File: src/hdl/dcache_pkg.sv
package dcache_pkg;

    // cache geometry
    localparam int LEN_LINE      = 5;
    localparam int LEN_INDEX     = 7;
    localparam int LEN_TAG       = 32 - LEN_LINE - LEN_INDEX;
    localparam int NR_WORDS      = 8;
    localparam int NR_WAYS       = 2;
    localparam int LEN_WORD_ADDR = LEN_INDEX + LEN_LINE - 2;

    // address fields and payloads
    typedef logic [LEN_TAG-1:0]    tag_t;
    typedef logic [LEN_INDEX-1:0]  index_t;
    typedef logic [LEN_LINE-3:0]   word_sel_t;
    typedef logic [31:0]           word_t;
    typedef logic [3:0]            strb_t;

    // miss sequencer
    typedef enum logic [1:0] {
        ST_IDLE,
        ST_WRITEBACK,
        ST_REFILL
    } state_t;

    // burst fields for one full line of 4-byte beats
    localparam logic [7:0] BURST_LEN  = 8'(NR_WORDS - 1);
    localparam logic [2:0] BURST_SIZE = 3'd2;

endpackage

File: src/hdl/dcache_execute.sv
`timescale 1ns/1ps

module dcache_execute (
    input  logic                     clk,
    input  logic                     rst,
    input  logic                     i_lookup,
    input  logic                     i_hit,
    input  logic                     i_victim_way,
    input  logic                     i_victim_dirty,
    input  dcache_pkg::tag_t         i_victim_tag,
    input  dcache_pkg::tag_t         i_req_tag,
    input  dcache_pkg::index_t       i_req_index,
    input  dcache_pkg::word_sel_t    i_req_word,
    input  logic                     i_req_wr,
    input  dcache_pkg::word_t        i_data_rd [dcache_pkg::NR_WAYS],
    input  logic                     i_arready,
    input  dcache_pkg::word_t        i_rdata,
    input  logic                     i_rlast,
    input  logic                     i_rvalid,
    input  logic                     i_awready,
    input  logic                     i_wready,
    input  logic                     i_bvalid,
    output logic                     o_busy,
    output logic                     o_done_miss,
    output dcache_pkg::word_sel_t    o_wb_rd_word,
    output logic [dcache_pkg::NR_WAYS-1:0] o_fill_we,
    output dcache_pkg::word_sel_t    o_fill_word,
    output dcache_pkg::word_t        o_fill_data,
    output logic                     o_crit_beat,
    output logic                     o_meta_we,
    output logic                     o_meta_way,
    output logic                     o_meta_dirty,
    output dcache_pkg::word_t        o_araddr,
    output logic [7:0]               o_arlen,
    output logic [2:0]               o_arsize,
    output logic                     o_arvalid,
    output logic                     o_rready,
    output dcache_pkg::word_t        o_awaddr,
    output logic [7:0]               o_awlen,
    output logic [2:0]               o_awsize,
    output logic                     o_awvalid,
    output dcache_pkg::word_t        o_wdata,
    output dcache_pkg::strb_t        o_wstrb,
    output logic                     o_wlast,
    output logic                     o_wvalid,
    output logic                     o_bready
);
    import dcache_pkg::*;

    state_t    state;
    word_sel_t cnt;
    logic      way_q;
    logic      start;
    logic      w_fire;
    logic      r_fire;

    assign start  = (state == ST_IDLE) && i_lookup && !i_hit;
    assign w_fire = o_wvalid && i_wready;
    assign r_fire = i_rvalid && o_rready;

    assign o_arlen  = BURST_LEN;
    assign o_arsize = BURST_SIZE;
    assign o_awlen  = BURST_LEN;
    assign o_awsize = BURST_SIZE;
    assign o_wstrb  = 4'hf;
    assign o_bready = 1'b1;

    // read one word ahead so the RAM output is the beat on the bus
    assign o_wb_rd_word = cnt + word_sel_t'(w_fire);
    assign o_wdata      = i_data_rd[way_q];

    always_comb begin
        for (int w = 0; w < NR_WAYS; w++) begin
            o_fill_we[w] = r_fire && (way_q == 1'(w));
        end
    end

    assign o_fill_word  = cnt;
    assign o_fill_data  = i_rdata;
    assign o_crit_beat  = r_fire && (cnt == i_req_word);
    assign o_meta_we    = r_fire && i_rlast;
    assign o_meta_way   = way_q;
    assign o_meta_dirty = i_req_wr;

    // victim and burst addresses are fixed for the whole miss
    always_ff @(posedge clk) begin
        if (start) begin
            way_q    <= i_victim_way;
            o_araddr <= {i_req_tag, i_req_index, {LEN_LINE{1'b0}}};
            o_awaddr <= {i_victim_tag, i_req_index, {LEN_LINE{1'b0}}};
        end
    end

    always_ff @(posedge clk) begin
        if (rst) begin
            state       <= ST_IDLE;
            cnt         <= '0;
            o_busy      <= 1'b0;
            o_done_miss <= 1'b0;
            o_arvalid   <= 1'b0;
            o_rready    <= 1'b0;
            o_awvalid   <= 1'b0;
            o_wvalid    <= 1'b0;
            o_wlast     <= 1'b0;
        end else begin
            o_done_miss <= 1'b0;
            if (o_done_miss) begin
                o_busy <= 1'b0;
            end
            case (state)
                ST_IDLE: begin
                    if (start) begin
                        o_busy <= 1'b1;
                        cnt    <= '0;
                        if (i_victim_dirty) begin
                            o_awvalid <= 1'b1;
                            state     <= ST_WRITEBACK;
                        end else begin
                            o_arvalid <= 1'b1;
                            state     <= ST_REFILL;
                        end
                    end
                end
                ST_WRITEBACK: begin
                    if (o_awvalid && i_awready) begin
                        o_awvalid <= 1'b0;
                        o_wvalid  <= 1'b1;
                    end
                    if (w_fire) begin
                        cnt     <= cnt + 1'b1;
                        o_wlast <= (cnt == word_sel_t'(NR_WORDS - 2));
                        if (o_wlast) begin
                            o_wvalid <= 1'b0;
                            o_wlast  <= 1'b0;
                        end
                    end
                    // fetch the new line once the write response arrives
                    if (i_bvalid && o_bready) begin
                        cnt       <= '0;
                        o_arvalid <= 1'b1;
                        state     <= ST_REFILL;
                    end
                end
                ST_REFILL: begin
                    if (o_arvalid && i_arready) begin
                        o_arvalid <= 1'b0;
                        o_rready  <= 1'b1;
                    end
                    if (r_fire) begin
                        cnt <= cnt + 1'b1;
                        if (i_rlast) begin
                            o_rready    <= 1'b0;
                            o_done_miss <= 1'b1;
                            state       <= ST_IDLE;
                        end
                    end
                end
                default: begin
                    state <= ST_IDLE;
                end
            endcase
        end
    end

endmodule

File: config.mk
export PLATFORM = sky130hd
export DESIGN_NAME = dcache_execute
export DESIGN_NICKNAME = d
export VERILOG_FILES = /design/src/hdl/dcache_pkg.sv /design/src/hdl/dcache_execute.sv
export SDC_FILE = /design/constraint.sdc
export NUM_CORES = 1
export LEC_CHECK = 0
export BUFFER_PORTS_ARGS = -buffer_cell sky130_fd_sc_hd__buf_2
export CAP_MARGIN = 20
export CORE_AREA = 2 2 130 132
export DETAILED_ROUTE_END_ITERATION = 16
export DIE_AREA = 0 0 132 134
export HOLD_SLACK_MARGIN = 0.02
export PLACE_DENSITY = 0.47
export SYNTH_ARGS = -nofsm -noshare
export SYNTH_HDL_FRONTEND = slang
export SYNTH_SLANG_ARGS = --single-unit
export TNS_END_PERCENT = 1
File: constraint.sdc
create_clock -name clk -period 10.5 [get_ports clk]
set_input_delay 0.525 -clock clk [delete_from_list [all_inputs] [get_ports clk]]
set_output_delay 0.525 -clock clk [all_outputs]
set_load 0.005 [all_outputs]
==> metrics.txt <==
Max-Cap Viols 0; Area growth syn-to-layout 39.78%; Port Buffers 229; crit end category output port; core area 16,290 um2; Setup Viol. Count Final 0; f_max 0.4818 GHz; antenna cell count 0; Die H 134 um; pin count of the biggest net entering global routing 50; most common cell after layout, fill and taps aside buf_2; post-synthesis instance total 253; Ys Warns 0; Final TNS setup 0 ps; Die W 132 um; Yosys top cell area share 45.11%; ys async rst share 0%; placed cells 656; gr usage total 9.508%; Final ANT Viol Nets 0; Layout Cells excl Fill 672; Post-CTS Hold Fix Bufs 0; WS Path Type reg2out; CTS root buf clkbuf_16; RSZ-0062 raised after global routing false; sequential share of the synthesized area 52.62%; Mapped Area 3196 um2; most frequent cells in the layout buf_2 (229), edfxtp_1 (48), conb_1 (37), mux2_1 (32), dfxtp_1 (12); CP max FO 35; number of synthesized register bits 60; Post-CTS Setup Bufs 0; Inserted Clock Buffers 9; Slew Viols, Final 0; final worst-path setup slack 8424 ps; share of layout cells above drive strength 1 56.19%; Fin. Hold Viols 0; Slew HR 59.35%; Via density 3.665; Final min period 2076 ps; routed length per instance 13.61 um; Final period util 19.77%; top_reg_cell synth edfxtp_1; critical path launch point type flip-flop; die area 17,690 um2; largest area contributor in the netlist edfxtp_1; initial antenna violation count 1; min-delay worst type in2reg; Clock Path Buffers 2; Unique masters post-synth 41; DP Worst Slack 8467 ps; Post-Syn Area per Cell 12.63 um2; nets@finish 614; first-pass iteration count of the detailed router 4; initial core utilization 19.62%; post_cts resized 0; routed wire length 9148 um; gpl congestion 0.7323; detailed-route DRC error count 0; H-tree lvl count 3; clk sinks 60; Leak Pwr 2.137 nW; Starting DRT DRC Count 64; fin util 27.42%; vias after detailed routing 2,463; number of global-route vias before repair 2,438; Worst Max-Slew Pin Slew 609.8 ps; CP arrival 1550 ps; grt ovf 0; HPWL after DPL 7545 um; CTS tree built; Synth area leaders edfxtp_1 (45%), buf_4 (18%), mux2_1 (11%), dfxtp_1 (7.5%), ha_1 (3.1%); Layout Skew 4.342 ps; Power Density 174.1 nW/um2; clock latency on the worst-skew pair 320 ps; Post-synth EDFFs 48; Hold WS 376.0 ps; VDD IR-drop max 0.07530 mV; Row Count 47; clk slew on worst S/H paths 50 ps; first-pass GRT wire length 13,190 um; Req. time, crit path 9980 ps; Top Ports 333; outcome completed
path summary, 6_finish.rpt:
path,start,endpoint,slack (ps),cells past startpoint
worst max-delay path,o_meta_way$_DFFE_PP_,o_wdata[29],8420,3
worst min register to register,o_busy$_SDFF_PP0_,o_busy$_SDFF_PP0_,500,2
worst max register to register,state[0]$_SDFFE_PP0P_,o_araddr[22]$_DFFE_PP_,8570,5
worst min-delay path,i_req_tag[9],o_araddr[21]$_DFFE_PP_,380,1
metrics by stage:
step / total power [mW] / instance area, um2
2_1_floorplan: 0.4335 / 3327
4_1_cts: 0.7891 / 4467
3_3_place_gp: 0.4930 / 4167
5_1_grt: 0.8187 / 4467
6_report: 0.7778 / 4467
3_5_place_dp: 0.4961 / 4167
state kept, by name, indices dropped and copies added (netlist names), 2 cells and up:
signal	cells
o_awaddr	27
o_araddr	20
state	2
o_fill_word	3
final cells by class:
cell class,count,area [um2]
Multi-Input combinational cell,134,1007
Clock buffer,9,225.2
Sequential cell,60,1682
Inverter,11,41.29
Fill cell,1721,11820
Timing Repair Buffer,231,1161
Tap cell,220,275.3
Clock inverter,7,75.07
routing by layer:
layer / share of wire, % / up-vias / wire length [um] / track usage (%)
met5: 0.14 / - / 13 / 0
met4: 1.8 / 2 / 167 / 3.140
met1: 36 / 1119 / 3275 / 9.718
met3: 9.7 / 24 / 888 / 4.082
met2: 53 / 144 / 4803 / 17.45
li1: - / 1174 / - / -
report_power, final:
part / switching, mW / internal [mW] / leakage (nW)
sequential: 0.0123 / 0.293 / 0.543
clock: 0.104 / 0.184 / 0.150
combinational: 0.0984 / 0.0858 / 1.44
total: 0.215 / 0.563 / 2.14
synth_stat cells, drive strengths merged, types with 2 or more instances:
master,count
nand3,3
inv,11
mux2,32
a31oi,2
buf,81
a21oi,6
a211oi,2
ha,8
nor2,10
and3,2
clkbuf,2
edfxtp,48
conb,2
nand2,4
xor2,4
dfxtp,12
o21ai,3
cell families after synthesis:
kind of cell    count (synthesis)  share of synthesized area (%)
flops                          60                          52.62
fa+ha+maj                       8                          3.132
mux                            33                          11.59
xor+xnor                        4                          1.096
buf+inv                        94                          20.20
simple gates                   27                          4.659
compound gates                 25                          6.461
other cells                     2                         0.2350
critical path, cell delays in order (launching register included):
cell and delay, ps:
edfxtp_1 320, buf_4 380, mux2_1 380, buf_2 150
No activity file was read; power rests on OpenSTA's default activity.
