[src/hdl/dcache_pkg.sv]
package dcache_pkg;

    // cache geometry
    localparam int LEN_LINE      = 5;
    localparam int LEN_INDEX     = 7;
    localparam int LEN_TAG       = 32 - LEN_LINE - LEN_INDEX;
    localparam int NR_WORDS      = 8;
    localparam int NR_WAYS       = 2;
    localparam int LEN_WORD_ADDR = LEN_INDEX + LEN_LINE - 2;

    // address fields and payloads
    typedef logic [LEN_TAG-1:0]    tag_t;
    typedef logic [LEN_INDEX-1:0]  index_t;
    typedef logic [LEN_LINE-3:0]   word_sel_t;
    typedef logic [31:0]           word_t;
    typedef logic [3:0]            strb_t;

    // miss sequencer
    typedef enum logic [1:0] {
        ST_IDLE,
        ST_WRITEBACK,
        ST_REFILL
    } state_t;

    // burst fields for one full line of 4-byte beats
    localparam logic [7:0] BURST_LEN  = 8'(NR_WORDS - 1);
    localparam logic [2:0] BURST_SIZE = 3'd2;

endpackage

[src/hdl/dcache_result.sv]
`timescale 1ns/1ps

module dcache_result (
    input  logic              clk,
    input  logic              rst,
    input  logic              i_lookup,
    input  logic              i_hit_way,
    input  dcache_pkg::word_t i_data_rd [dcache_pkg::NR_WAYS],
    input  dcache_pkg::word_t i_rdata,
    input  logic              i_crit_beat,
    input  dcache_pkg::word_t i_req_wdata,
    input  dcache_pkg::strb_t i_req_wstrb,
    output dcache_pkg::word_t o_merge_data,
    output dcache_pkg::word_t o_rdata
);
    import dcache_pkg::*;

    word_t base;
    word_t crit_q;

    // hit writes merge into the stored word, refills into the beat
    assign base = i_lookup ? i_data_rd[i_hit_way] : i_rdata;

    always_comb begin
        for (int b = 0; b < 4; b++) begin
            o_merge_data[8*b +: 8] = i_req_wstrb[b] ? i_req_wdata[8*b +: 8] : base[8*b +: 8];
        end
    end

    always_ff @(posedge clk) begin
        if (rst) begin
            crit_q <= '0;
        end else if (i_crit_beat) begin
            crit_q <= i_rdata;
        end
    end

    assign o_rdata = i_lookup ? i_data_rd[i_hit_way] : crit_q;

endmodule

[config.mk]
export PLATFORM = sky130hd
export DESIGN_NAME = dcache_result
export DESIGN_NICKNAME = d
export VERILOG_FILES = /design/src/hdl/dcache_pkg.sv /design/src/hdl/dcache_result.sv
export SDC_FILE = /design/constraint.sdc
export NUM_CORES = 1
export LEC_CHECK = 0
export BUFFER_PORTS_ARGS = -buffer_cell sky130_fd_sc_hd__buf_2
export CORE_MARGIN = 2
export CORE_UTILIZATION = 40
export CTS_CLUSTER_SIZE = 10
export DETAILED_ROUTE_END_ITERATION = 7
export GPL_ROUTABILITY_DRIVEN = 0
export PLACE_DENSITY_LB_ADDON = 0.25
export SLEW_MARGIN = 20
export SYNTH_ARGS = -nofsm -noshare
export SYNTH_HDL_FRONTEND = slang
export SYNTH_SLANG_ARGS = --single-unit
[constraint.sdc]
create_clock -name clk -period 1.7 [get_ports clk]
set_input_delay 0.425 -clock clk [delete_from_list [all_inputs] [get_ports clk]]
set_output_delay 0.425 -clock clk [all_outputs]
set_load 0.05 [all_outputs]
==> out/summary.txt, run 1 <==
Violations in the final reports: negative setup slack
Hold/Removal Path Class: in2reg
Total clock sinks: 32
Sequential-to-total area share from yosys stat: 25.2%
Pwr per Cell Area: 625 nW/um^2
Via count of the first global-routing pass: 3,404
Critical path capture point type: output port
Portion of the clock cycle consumed by the worst path in the final layout: 110%
Fin nets: 693
Top cells by area, synth: dfxtp_1 (25%), mux2i_1 (25%), or3b_1 (11%), nor2_1 (9.4%), o211ai_1 (9.2%)
Post-synth top flop: dfxtp_1
Quantity of I/O buffers inserted on ports: 200
Non-filler cells, final: 634
Worst min-delay path startpoint: i_rdata[26]
Number of enable-type register cells in the synthesized netlist: 0
Die footprint: 7010 sq um
Max reg flops: 32
Element type at the critical path start: input port
Run status: finished, violations left
Clock latency of the later-clocked register in the worst-skew pair: 0.27 ns
Cell types with the highest counts after synthesis: mux2i_1 (64), nor2_1 (64)
Final standard cell utilization of the core: 81.9%
Sequential cell area: 641 sq um
Critical Path AT: 1.44 ns
Count of TritonRoute iterations in the first routing pass: 4
Syn. warnings: 0
Detail Route Antenna Nets: 0
Synth-to-Final Area Change: 101%
Number of pins exceeding their max-slew limit in the final report: 0
Max-slew headroom: 59.7%
Post-Syn Area: 2540 sq um
Post-synth top area cell: dfxtp_1
Number of max-cap violations: 0
Number of top-level design ports: 201
Kind of cell adding the most delay to the critical path: buffers and inverters
Met2 track utilization from global routing: 51.8%
Worst r2r path cells: 2
Clock transition at the register clock pins on the worst setup and hold paths after CTS: 0.07 ns
Number of CTS-inserted buffers: 5
Starting density of the core: 40.7%
Hold Path End: crit_q[26]$_SDFFE_PP0P_
Syn_nets: 459
Syn Inst Count: 322
Critical-path cell list: buf_12 -> buf_12 -> buf_12 -> mux2i_4 -> buf_4 -> a21oi_2 -> buf_6
Die height: 83.7 microns
Cell Count Post-Placement: 606
Critical path peak fanout: 6
Min-Delay Path Depth: 3
Initial antenna violation count: 0
Sum of net half-perimeters after detailed placement: 6.22 mm
Busiest metal layer after global routing: met2
Max Clk Rate: 536 MHz
Post-detailed-routing wire length: 10.1 mm
GR met3 Demand/Resource: 3.56%
Area taken by multi-input logic gates: 2200 sq um
Maximum number of pins on one net before global-route repair: 33
Number of buffers and inverters on the critical path: 5
Cell type with the highest occurrence count on the critical path: buf_12
FFs w/ async S/R, synth: 0%
Global Route met1 Usage: 30.6%
Slack of the critical path: -0.166 ns
Die Wd: 83.7 microns
Kind of critical path: in2out
Filler cells: 389
Biggest regs: crit_q (32)
Final setup violation count: 46
DRC violations left: 0
Average cell area after synthesis: 7.90 sq um
Distinct cell type count of the synthesized netlist: 14
Routed length per placed instance: 15.9 microns
Vias post-DR: 3,355
Final min period: 1.87 ns
Setup clock skew after layout: 0 ns
Crit path largest cell delay: 0.18 ns
Data required time at the worst endpoint: 1.27 ns
Start of the worst register-to-register path: crit_q[0]$_SDFFE_PP0P_
Static Leakage: 2.39 nW
Wire length of the first global-routing pass: 15.9 mm
RR Endpoint: crit_q[0]$_SDFFE_PP0P_
Vias per std cell: 5.29
Total cell area at the placement stage: 3950 sq um
Max stage delay cell, worst path: mux2i_4
Clk buf depth: 2
Maximum vdd ir drop: 0.409 mV
Standard-cell row count: 29
Register with the most flip-flops: crit_q
Slew at the pin closest to its max-slew limit: 0.605 ns
Area share of the largest cell type after synthesis: 25.2%
Worst setup slack for register-to-register paths: 1.02 ns
Global route total overflow: 0
CTS tree: built
Clock root buffer: clkbuf_8
Total of flip-flops plus latches after synthesis: 32
Core region area: 6240 sq um
Total design power: 3.20 mW
Layout Cell Area excl Fill: 5110 sq um
Final count of hold timing violations: 0
Global-route usage over all layers: 27.4%
RSZ-0062 raised after global routing: yes
Hold Buf Count CTS: 0
Drt initial violations: 85
Share of cells above drive strength 1: 60.9%
Setup WS pre-CTS: -0.240 ns
Number of H-tree levels: 2
Inserted Diodes: 0
## worst min-delay path: cells and delay by family
family | cells | cell delay [ns]
simple gates | 1 | 0.07
buf+inv | 1 | 0.09
mux | 1 | 0.06
## worst max-delay path by stage
stage                     cells after the start  slack, ns               end  startpoint
after floorplan                               4      -0.35  o_merge_data[10]   i_hit_way
after global placement                        5      -0.25  o_merge_data[10]    i_lookup
after detailed placement                      5      -0.24  o_merge_data[30]    i_lookup
after CTS                                     6      -0.16  o_merge_data[18]   i_hit_way
after global routing                          6      -0.21  o_merge_data[11]   i_hit_way
final                                         7      -0.17       o_rdata[17]   i_hit_way
## kinds of logic after synthesis
group	Yosys count	synth area share, %
AND/OR/NAND/NOR	132	26.2
AO/OA/AOI/OAI	64	15.9
multiplexers	64	25.2
flip-flops	32	25.2
buffers and inverters	30	7.48
## power breakdown
part / switching [mW] / leakage [nW] / internal, mW
combinational: 1.02 / 2.08 / 0.766
sequential: 0.0269 / 0.264 / 0.795
clock: 0.258 / 0.0455 / 0.330
total: 1.31 / 2.39 / 1.89
## area by class of cell
cell class	instances	share of cell area [%]
timing repair buffer	257	40.9
tap	77	1.88
multi-input combinational	260	42.9
sequential	32	12.5
clock buffer	8	1.76
## layer usage
metal | vias to the layer above | wire (microns)
met5 | - | 0
met2 | 134 | 5430
met1 | 1572 | 3720
met3 | 31 | 557
met4 | 0 | 394
li1 | 1618 | -
## placed cells by master, fill, tap and decap left out, types with 2 or more instances in the layout
cell,count
buf_16,9
or3b_1,31
buf_8,3
a21oi_2,29
buf_4,58
mux2i_2,7
buf_12,7
buf_2,133
mux2i_4,21
clkbuf_1,2
nand2_1,32
a21oi_4,2
mux2i_1,36
nand2b_4,2
dfxtp_1,32
nor2_2,11
clkbuf_8,6
clkbuf_16,2
o211ai_1,31
buf_6,45
nor2_1,52
## repair_timing
action                                  4_1_cts  5_1_grt
endpoints found under the setup margin       64       62
resized for setup                           171       32
pin swaps                                    51       45
gates cloned                                  8        2
setup buffers                                 6        5
## per-stage QoR
stage / hold WS (ns) / setup TNS (ns)
after global routing: 0.405 / -6.01
after detailed placement: 0.480 / -9.65
after global placement: 0.474 / -9.08
after CTS: 0.395 / -5.00
final: 0.398 / -4.38
after floorplan: 0.461 / -15.23
No activity file was read; power rests on OpenSTA's default activity.
==> run 2: changes to the inputs <==
Settings changed: CORE_ASPECT_RATIO set to 1.2.
==> run 2 against run 1 <==
The flow still finishes with violations (negative setup slack). Die area about the same. Via count down 2.4%. Worst hold slack worse by 0.0017 ns. Sequential share of layout area is 0.49 points higher. Largest power group unchanged. Maximum frequency is 0.50% higher. Combinational power down 3%. Critical path depth down 2. Clock skew unchanged. Critical endpoint is now o_merge_data[5]. Final cell count shrank 1.3%. Highest routed layer unchanged. Largest cell class unchanged.
==> out/summary.txt, run 2 (synthesis gave the netlist of run 1 again) <==
Run status: finished, violations left (unchanged)
Violations in the final reports: negative setup slack (unchanged)
Total clock sinks: 32 (unchanged)
Vias per std cell: 5.23 (was 5.29)
Static Leakage: 2.28 nW (was 2.39 nW)
Global route total overflow: 0 (unchanged)
Final setup violation count: 34 (was 46)
Die Wd: 76.8 microns (was 83.7 microns)
Via count of the first global-routing pass: 3,249 (was 3,404)
Detail Route met3 WL: 476 microns (was 557 microns)
Data required time at the worst endpoint: 1.27 ns (about the same)
Global-route usage over all layers: 26.9% (was 27.4%)
Share of cells above drive strength 1: 60.5% (was 60.9%)
Cell internal power dissipation: 1.79 mW (was 1.89 mW)
Min-Delay Path Depth: 3 (unchanged)
Portion of the clock cycle consumed by the worst path in the final layout: 109% (was 110%)
Die footprint: 7010 sq um (about the same)
Clock root buffer: clkbuf_8 (unchanged)
Final count of hold timing violations: 0 (unchanged)
Standard-cell row count: 31 (was 29)
Critical Path AT: 1.43 ns (was 1.44 ns)
Clock transition at the register clock pins on the worst setup and hold paths after CTS: 0.07 ns (about the same)
Routed length per placed instance: 16.5 microns (was 15.9 microns)
Quantity of I/O buffers inserted on ports: 200 (unchanged)
Inserted Diodes: 0 (unchanged)
Worst setup slack for register-to-register paths: 1.01 ns (was 1.02 ns)
Highest routed layer: met4 (unchanged)
Number of max-cap violations: 0 (unchanged)
Critical path peak fanout: 9 (was 6)
Number of pins exceeding their max-slew limit in the final report: 0 (unchanged)
Number of CTS-inserted buffers: 5 (unchanged)
Final standard cell utilization of the core: 80.8% (was 81.9%)
RSZ-0062 raised after global routing: yes (unchanged)
DRC violations left: 0 (unchanged)
Worst r2r path cells: 2 (unchanged)
Setup clock skew after layout: 0 ns (unchanged)
Max reg flops: 32 (unchanged)
Cell Count Post-Placement: 605 (was 606)
Wire length of the first global-routing pass: 15.4 mm (was 15.9 mm)
Pwr per Cell Area: 630 nW/um^2 (was 625 nW/um^2)
Post-detailed-routing wire length: 10.3 mm (was 10.1 mm)
Slack of the critical path: -0.157 ns (was -0.166 ns)
Biggest regs: crit_q (32) (unchanged)
Reported net switching power: 1.31 mW (about the same)
Sum of net half-perimeters after detailed placement: 6.25 mm (was 6.22 mm)
Max Clk Rate: 538 MHz (was 536 MHz)
Count of TritonRoute iterations in the first routing pass: 4 (unchanged)
Maximum number of pins on one net before global-route repair: 33 (unchanged)
Relative contribution of sequential cells to total power: 26.6% (was 25.7%)
Most used cells in the layout excluding fill and tap cells: buf_2 (132), buf_4 (68), nor2_1 (52) (was buf_2 (133), buf_4 (58), nor2_1 (52))
Combinational share of power: 56.1% (was 55.9%)
Clock latency of the later-clocked register in the worst-skew pair: 0.27 ns (about the same)
Switch share: 42.3% (was 40.9%)
Initial antenna violation count: 0 (unchanged)
Total cell area at the placement stage: 3880 sq um (was 3950 sq um)
Hold/Removal Path Class: in2reg (unchanged)
Clock share of power: 17.3% (was 18.4%)
Kind of critical path: in2out (unchanged)
Fin nets: 681 (was 693)
Number of top-level design ports: 201 (unchanged)
Drt initial violations: 115 (was 85)
Maximum vdd ir drop: 0.457 mV (was 0.409 mV)
Starting density of the core: 41.8% (was 40.7%)
Number of H-tree levels: 2 (unchanged)
Register with the most flip-flops: crit_q (unchanged)
Die height: 91.3 microns (was 83.7 microns)
Most frequent standard cell in the layout excluding fill and tap cells: buf_2 (unchanged)
CTS tree: built (unchanged)
Clk buf depth: 2 (unchanged)
Max-slew headroom: 58.8% (was 59.7%)
Layout Cell Area excl Fill: 4920 sq um (was 5110 sq um)
WL met1: 3.89 mm (was 3.72 mm)
Core region area: 6090 sq um (was 6240 sq um)
Critical path capture point type: output port (unchanged)
Detail Route Antenna Nets: 0 (unchanged)
Slew at the pin closest to its max-slew limit: 0.619 ns (was 0.605 ns)
Non-filler cells, final: 626 (was 634)
Met2 Wirelength: 5.78 mm (was 5.43 mm)
Vias post-DR: 3,274 (was 3,355)
Total negative slack for setup checks: -2.95 ns (was -4.38 ns)
Synth-to-Final Area Change: 93.6% (was 101%)
Element type at the critical path start: input port (unchanged)
Final min period: 1.86 ns (was 1.87 ns)
Hold Buf Count CTS: 0 (unchanged)
==> run 2: worst max-delay path, cell delays in order <==
cell and delay [ns]:
buf_12 0.12, buf_8 0.13, or3b_1 0.35, o211ai_1 0.15, buf_4 0.25
==> run 2: timing repair <==
item | 4_1_cts | 5_1_grt
setup buffers | 10 | 0
gates cloned | 5 | 0
pin swaps | 34 | 43
endpoints found under the hold margin | 0 | 0
resized for setup | 141 | 56
setup endpoints to repair | 64 | 58
==> run 2: cell type report <==
cell class | instances | area [sq um]
Timing Repair Buffer | 245 | 1830
Tap cell | 82 | 103
Clock buffer | 6 | 72.6
Fill cell | 380 | 1170
Multi-Input combinational cell | 260 | 2270
Sequential cell | 32 | 641
Clock inverter | 1 | 5.00
==> run 2: per-stage QoR <==
stage	hold slack (ns)	setup slack, ns	total power, mW
5_1_grt	0.406	-0.168	3.23
4_1_cts	0.386	-0.111	3.00
3_5_place_dp	0.484	-0.258	2.18
2_1_floorplan	0.461	-0.353	1.79
3_3_place_gp	0.473	-0.218	2.17
6_report	0.397	-0.157	3.10
==> run 2: power by group through the flow <==
| stage | Combinational [mW] | Sequential [mW] | Clock (mW) |
|---|---|---|---|
| 6_report | 1.74 | 0.824 | 0.538 |
| 5_1_grt | 1.82 | 0.829 | 0.585 |
| 3_5_place_dp | 1.35 | 0.833 | 0 |
| 4_1_cts | 1.63 | 0.818 | 0.551 |
| 2_1_floorplan | 0.958 | 0.828 | 0 |
| 3_3_place_gp | 1.33 | 0.832 | 0 |
==> run 2: final timing paths <==
| check | endpoint | startpoint |
|---|---|---|
| max | o_merge_data[5] | i_lookup |
| min | crit_q[31]$_SDFFE_PP0P_ | i_rdata[31] |
| max reg2reg | crit_q[5]$_SDFFE_PP0P_ | crit_q[5]$_SDFFE_PP0P_ |
| min reg2reg | crit_q[3]$_SDFFE_PP0P_ | crit_q[3]$_SDFFE_PP0P_ |
==> run 2: layer usage <==
| layer | global-route usage, % | vias up |
|---|---|---|
| met1 | 30.5 | 1531 |
| met5 | 0 | - |
| met2 | 51.4 | 130 |
| li1 | - | 1600 |
| met4 | 8.79 | 0 |
| met3 | 3.18 | 13 |
